### config.mk
export PLATFORM = sky130hd
export DESIGN_NAME = scpad_head
export DESIGN_NICKNAME = d
export VERILOG_FILES = /design/src/logic/scpad_pkg.sv /design/src/logic/scpad_head.sv
export SDC_FILE = /design/constraint.sdc
export NUM_CORES = 1
export LEC_CHECK = 0
export ABC_CLOCK_PERIOD_IN_PS = 10150
export BUFFER_PORTS_ARGS = -buffer_cell sky130_fd_sc_hd__buf_2
export CORE_MARGIN = 2
export CORE_UTILIZATION = 45
export DETAILED_ROUTE_END_ITERATION = 6
export PLACE_DENSITY = 0.95
export SLEW_MARGIN = 20
export SYNTH_ARGS = -nofsm -noshare
export SYNTH_HDL_FRONTEND = slang
export SYNTH_SLANG_ARGS = --single-unit
### constraint.sdc
create_clock -name clk -period 10.15 [get_ports clk]
set_clock_uncertainty 0.1 [all_clocks]
set_input_delay 1.015 -clock clk [delete_from_list [all_inputs] [get_ports clk]]
set_output_delay 1.015 -clock clk [all_outputs]
set_load 0.05 [all_outputs]
### src/logic/scpad_pkg.sv
package scpad_pkg;

    // Bank geometry
    localparam int addr_width = 8;
    localparam int depth = 2 ** addr_width;

    // Word layout
    localparam int data_width = 32;
    localparam int lanes = 4;
    localparam int lane_width = data_width / lanes;

    // Read source tags carried alongside a granted read
    localparam logic src_be = 1'b0;
    localparam logic src_fe = 1'b1;

    // One data word, seen either whole or as byte lanes.
    // The bank merges writes per lane and everything else moves the raw word
    typedef union packed {
        logic [data_width-1:0] raw;
        logic [lanes-1:0][lane_width-1:0] lane;
    } scpad_word_u;

endpackage

### src/logic/scpad_head.sv
module scpad_head import scpad_pkg::*; (
    input logic clk,
    input logic n_rst,

    input logic be_rd_valid,
    input logic [addr_width-1:0] be_rd_addr,
    input logic fe_rd_valid,
    input logic [addr_width-1:0] fe_rd_addr,

    input logic be_wr_valid,
    input logic [addr_width-1:0] be_wr_addr,
    input scpad_word_u be_wr_data,
    input logic [lanes-1:0] be_wr_mask,
    input logic fe_wr_valid,
    input logic [addr_width-1:0] fe_wr_addr,
    input scpad_word_u fe_wr_data,
    input logic [lanes-1:0] fe_wr_mask,

    input logic r_stall,

    output logic be_stall,
    output logic fe_stall,

    output logic rd_valid,
    output logic [addr_width-1:0] rd_addr,
    output logic rd_src,

    output logic wr_valid,
    output logic [addr_width-1:0] wr_addr,
    output scpad_word_u wr_data,
    output logic [lanes-1:0] wr_mask
);

    logic rd_busy;
    logic wr_busy;

    logic rd_grant_be, rd_grant_fe;
    logic wr_grant_be, wr_grant_fe;

    // A source is only accepted when its stall is low, so every grant
    // matches what the source sees on its stall line
    assign be_stall = r_stall
                   || (be_rd_valid && rd_busy)
                   || (be_wr_valid && wr_busy);

    assign fe_stall = r_stall
                   || (fe_rd_valid && (rd_busy || be_rd_valid))
                   || (fe_wr_valid && (wr_busy || be_wr_valid));

    assign rd_grant_be = be_rd_valid && !be_stall;
    assign rd_grant_fe = fe_rd_valid && !fe_stall;
    assign wr_grant_be = be_wr_valid && !be_stall;
    assign wr_grant_fe = fe_wr_valid && !fe_stall;

    // The busy flag is high for exactly the cycle after a grant and
    // is also the valid seen by the bank
    always_ff @(posedge clk, negedge n_rst) begin
        if (!n_rst) begin
            rd_busy <= 1'b0;
            wr_busy <= 1'b0;
        end else begin
            rd_busy <= rd_grant_be || rd_grant_fe;
            wr_busy <= wr_grant_be || wr_grant_fe;
        end
    end

    always_ff @(posedge clk) begin
        if (rd_grant_be) begin
            rd_addr <= be_rd_addr;
            rd_src <= src_be;
        end else if (rd_grant_fe) begin
            rd_addr <= fe_rd_addr;
            rd_src <= src_fe;
        end
    end

    always_ff @(posedge clk) begin
        if (wr_grant_be) begin
            wr_addr <= be_wr_addr;
            wr_data.raw <= be_wr_data.raw;
            wr_mask <= be_wr_mask;
        end else if (wr_grant_fe) begin
            wr_addr <= fe_wr_addr;
            wr_data.raw <= fe_wr_data.raw;
            wr_mask <= fe_wr_mask;
        end
    end

    assign rd_valid = rd_busy;
    assign wr_valid = wr_busy;

endmodule

# After elaboration in Yosys (flattened, before gate mapping)
# Index checks and enable logic that the tools add are counted.
# op_classes
n_mux	8
n_reduce_logical	20
# ops
op	n
32-bit 2-to-1 mux	2
8-bit 2-to-1 mux	4
1-bit logical AND	8
1-bit logical OR	8
4-bit 2-to-1 mux	2
2-bit nonzero test	2
1-bit zero test	2
# totals
ff_bits	55
output_inout_bits	57

# Depth between registers and ports, before layout
# logic_depth
word_depth	8
ltp_mapped	5
ltp_nobuf	3

# Worst setup path after synthesis
# OpenSTA, ideal clock, no wires.
# synth_path
path_kind	input port to flip-flop
from	in be_rd_valid
to	reg wr_addr[0] (enable)
setup_time_ns	0.514
arrival_ns	4.561
required_time_ns	9.536
path_slack_ns	4.975
cell_stages	2
n_path_buf	0
path_cell_list	o21a_1 o31ai_1
# synth_via
elab_chain_cells	7
elab_cells_between_ends	12
classes_between	reduce/logical (12)
# synth_lines
element	line	rtl
from (decl)	scpad_head.sv:5	input logic be_rd_valid,
1-bit logical OR	scpad_head.sv:47	|| (fe_rd_valid && (rd_busy || be_rd_valid))
1-bit logical AND	scpad_head.sv:47	
1-bit logical OR	scpad_head.sv:47	
1-bit logical OR	scpad_head.sv:48	|| (fe_wr_valid && (wr_busy || be_wr_valid));
1-bit zero test	scpad_head.sv:53	assign wr_grant_fe = fe_wr_valid && !fe_stall;
1-bit logical AND	scpad_head.sv:53	
2-bit nonzero test (no source line) (*)	-	
to (signal assigned)	scpad_head.sv:79	wr_addr <= be_wr_addr;
to (signal assigned)	scpad_head.sv:83	wr_addr <= fe_wr_addr;
to (decl)	scpad_head.sv:29	output logic [addr_width-1:0] wr_addr,
# Mark *: on every way between the ends. The rest lies on a longest branch, timed or not.
# A chain may end at the register's enable or synchronous reset.

# Worst setup path in the final report
# layout_path
from	in be_rd_valid
to	out fe_stall
# layout_via
elab_chain_cells	4
# layout_lines
element	line	rtl
1-bit logical OR	scpad_head.sv:47	
1-bit logical AND	scpad_head.sv:47	
1-bit logical OR	scpad_head.sv:47	
1-bit logical OR	scpad_head.sv:48	
to (decl)	scpad_head.sv:22	output logic fe_stall,
# No other way between the ends.

==> metrics.yaml <==
r2r_start: "rd_valid"
hold_path_class: "reg -> reg"
cp.required_ns: 9.04
p_sw_mw: 0.165
clk_latency_ns: 0.29
synth_seq_cells: 55
worstSetupPathType: "in -> out"
ys_types: 18
ctsHoldBuffers: 0
p_per_area_nw_per_um2: 159
worst_slew_pin_slew_ns: 0.846
setup_tns_ns: 0
die_w_um: 79.3
h-tree-depth: 2
period_needed_ns: 2.87
setup_viol: 0
numPortBuffers: 167
initial_utilization_pct: 46.3
highest_layer: "met4"
grt_use_total_pct: 18.6
fmax_ghz: 0.349
ant_nets: 0
relSlewSlack_pct: 43.6
drive_gt1_share_pct: 76.7
antenna_found_initial: 0
cp.arrival_ns: 1.75
firstDrtPassIters: 4
drc: 0
fill_cells: 405
startpoint_type: "primary input"
synth_area_um2: 2550
p_leak_nw: 1.70
slew_viol_final: 0
outcome: "finished clean"
syn_area_per_cell_um2: 19.8
clockPowerShare_pct: 25.0
dp_slack_ns: 7.03
drt-total-wl_mm: 6.14
vias_per_cell: 4.79
grt_pass1_wl_mm: 8.68
postCtsSetupBuffers: 0
rows: 27
setup_ws_ns: 7.28
fin_crit_sh_pct: 28.2
hold_viol_final: 0
final_net_count: 411
core_area_um2: 5510
area_growth_syn_to_layout_pct: 38.2
gp_congestion: 0.694
ys_seq_area_share_pct: 64.0
post-place-cells: 365
worstHoldStart: "rd_src"
wl_met3_um: 500
switching_share_pct: 29.4
seq_power_share_pct: 48.9
drt_iter0_markers: 88
worstSetupEndpointType: "output pin"
ys_warn_count: 0
power_mw: 0.562
clockBufferDepth: 2
cts_buffers: 5
crit_start: "be_rd_valid"
io_pins: 168
layout.cells.non_filler: 373
dr_wl_met2_mm: 3.41
cts_resized: 0
cts_num_sinks: 55
cts_tree: "yes"
fin_util_pct: 64.0
grt_pass1_vias: 1814
syn-instance-count: 129
synth_nets: 240
p_int_mw: 0.397
clk_pin_slew_worst_paths_ns: 0.09
wl_per_cell_um: 16.5
p_comb_share_pct: 26.0
diodes: 0
m1WireLength_mm: 2.15
rsz0062_at_grt: "false"
dieHeight_um: 79.3
grt_overflow: 0
drv_cap: 0
cts-root-buf: "clkbuf_8"
die_area_um2: 6290
grt_max_degree: 46
num_vias: 1787
hpwl_mm: 4.87
crit_fanout: 4
max-vdd-ir-drop_mv: 0.0755
cell type report:
| cell class | count | area, um2 | area share [%] |
|---|---|---|---|
| inverter | 1 | 3.75 | 0.106 |
| timing repair buffer | 169 | 851 | 24.1 |
| multi-input combinational | 68 | 838 | 23.8 |
| tap | 72 | 90.1 | 2.56 |
| clock buffer | 5 | 68.8 | 1.95 |
| clock inverter | 3 | 42.5 | 1.21 |
| sequential | 55 | 1630 | 46.3 |
layout by cell type (no fill, tap or decap):
cell type	n
nor2_1	3
dfxtp_1	1
nand3_2	1
o31ai_4	1
nand3b_1	1
buf_4	2
inv_1	1
dfrtp_1	2
a21oi_2	1
a21boi_0	1
o21ai_0	1
nand4b_1	1
mux2_4	39
inv_6	1
clkinv_1	1
bufinv_16	1
nand2_1	5
edfxtp_1	52
buf_2	167
o21a_1	1
mux2_2	13
clkbuf_8	5
registers in the layout, summed over array words and instances, names as in the netlist:
name / cells
rd_addr: 8
rd_src: 1
rd_valid: 1
wr_addr: 8
wr_data: 32
wr_mask: 4
wr_valid: 1
power by group through the flow:
| stage | combinational, mW | clock [mW] | sequential, mW |
|---|---|---|---|
| 6_report | 0.146 | 0.141 | 0.275 |
| 5_1_grt | 0.153 | 0.153 | 0.277 |
| 4_1_cts | 0.148 | 0.146 | 0.275 |
| 3_5_place_dp | 0.147 | 0 | 0.280 |
| 3_3_place_gp | 0.143 | 0 | 0.280 |
| 2_1_floorplan | 0.0485 | 0 | 0.337 |
kinds of logic (layout without fill, tap and decap cells):
logic type             after synthesis  after routing  synth area share (%)
buffers and inverters                6            178                  3.73
AOI/OAI and AO/OA                    5              5                  1.42
muxes                               52             52                  28.7
DFF                                 55             55                  64.0
and+or+nand+nor                     11             11                  2.21
synthesized netlist by cell type (all sizes together):
master | n | area, um2
mux2 | 52 | 732
inv | 1 | 3.75
edfxtp | 52 | 1560
nand3 | 1 | 10.0
o21ai | 1 | 5.00
a21oi | 1 | 8.76
o21a | 1 | 7.51
dfrtp | 2 | 50.1
nor2 | 3 | 11.3
a21boi | 1 | 7.51
dfxtp | 1 | 20.0
buf | 5 | 91.3
nand3b | 1 | 7.51
o31ai | 1 | 7.51
nand4b | 1 | 8.76
nand2 | 5 | 18.8
metal layers:
metal / global-route usage (%) / vias up
met5: 0 / -
met4: 4.66 / 0
met3: 4.09 / 5
met2: 37.9 / 107
met1: 18.8 / 838
li1: - / 837
per-stage QoR:
step	instance area, um2	hold slack [ns]
floorplan	2550	0.570
global placement	3410	0.349
detailed placement	3410	0.363
CTS	3530	0.372
global route	3530	0.366
finish	3530	0.372
final timing paths:
kind                              endpoint  slack [ns]  cells past startpoint
worst max-delay path              fe_stall        7.28                      5
worst min-delay path                rd_src        0.37                      2
worst max register to register  wr_addr[5]        7.81                      5
worst min register to register      rd_src        0.37                      2
max in group asynchronous         rd_valid        9.47                      1
min in group asynchronous         wr_valid        0.38                      1
critical path, stage by stage:
cell     delay [ns]
buf_2          0.13
o21a_1         0.23
nor2_1         0.11
nand2_1        0.06
buf_2          0.21
No activity file was read; power rests on OpenSTA's default activity.
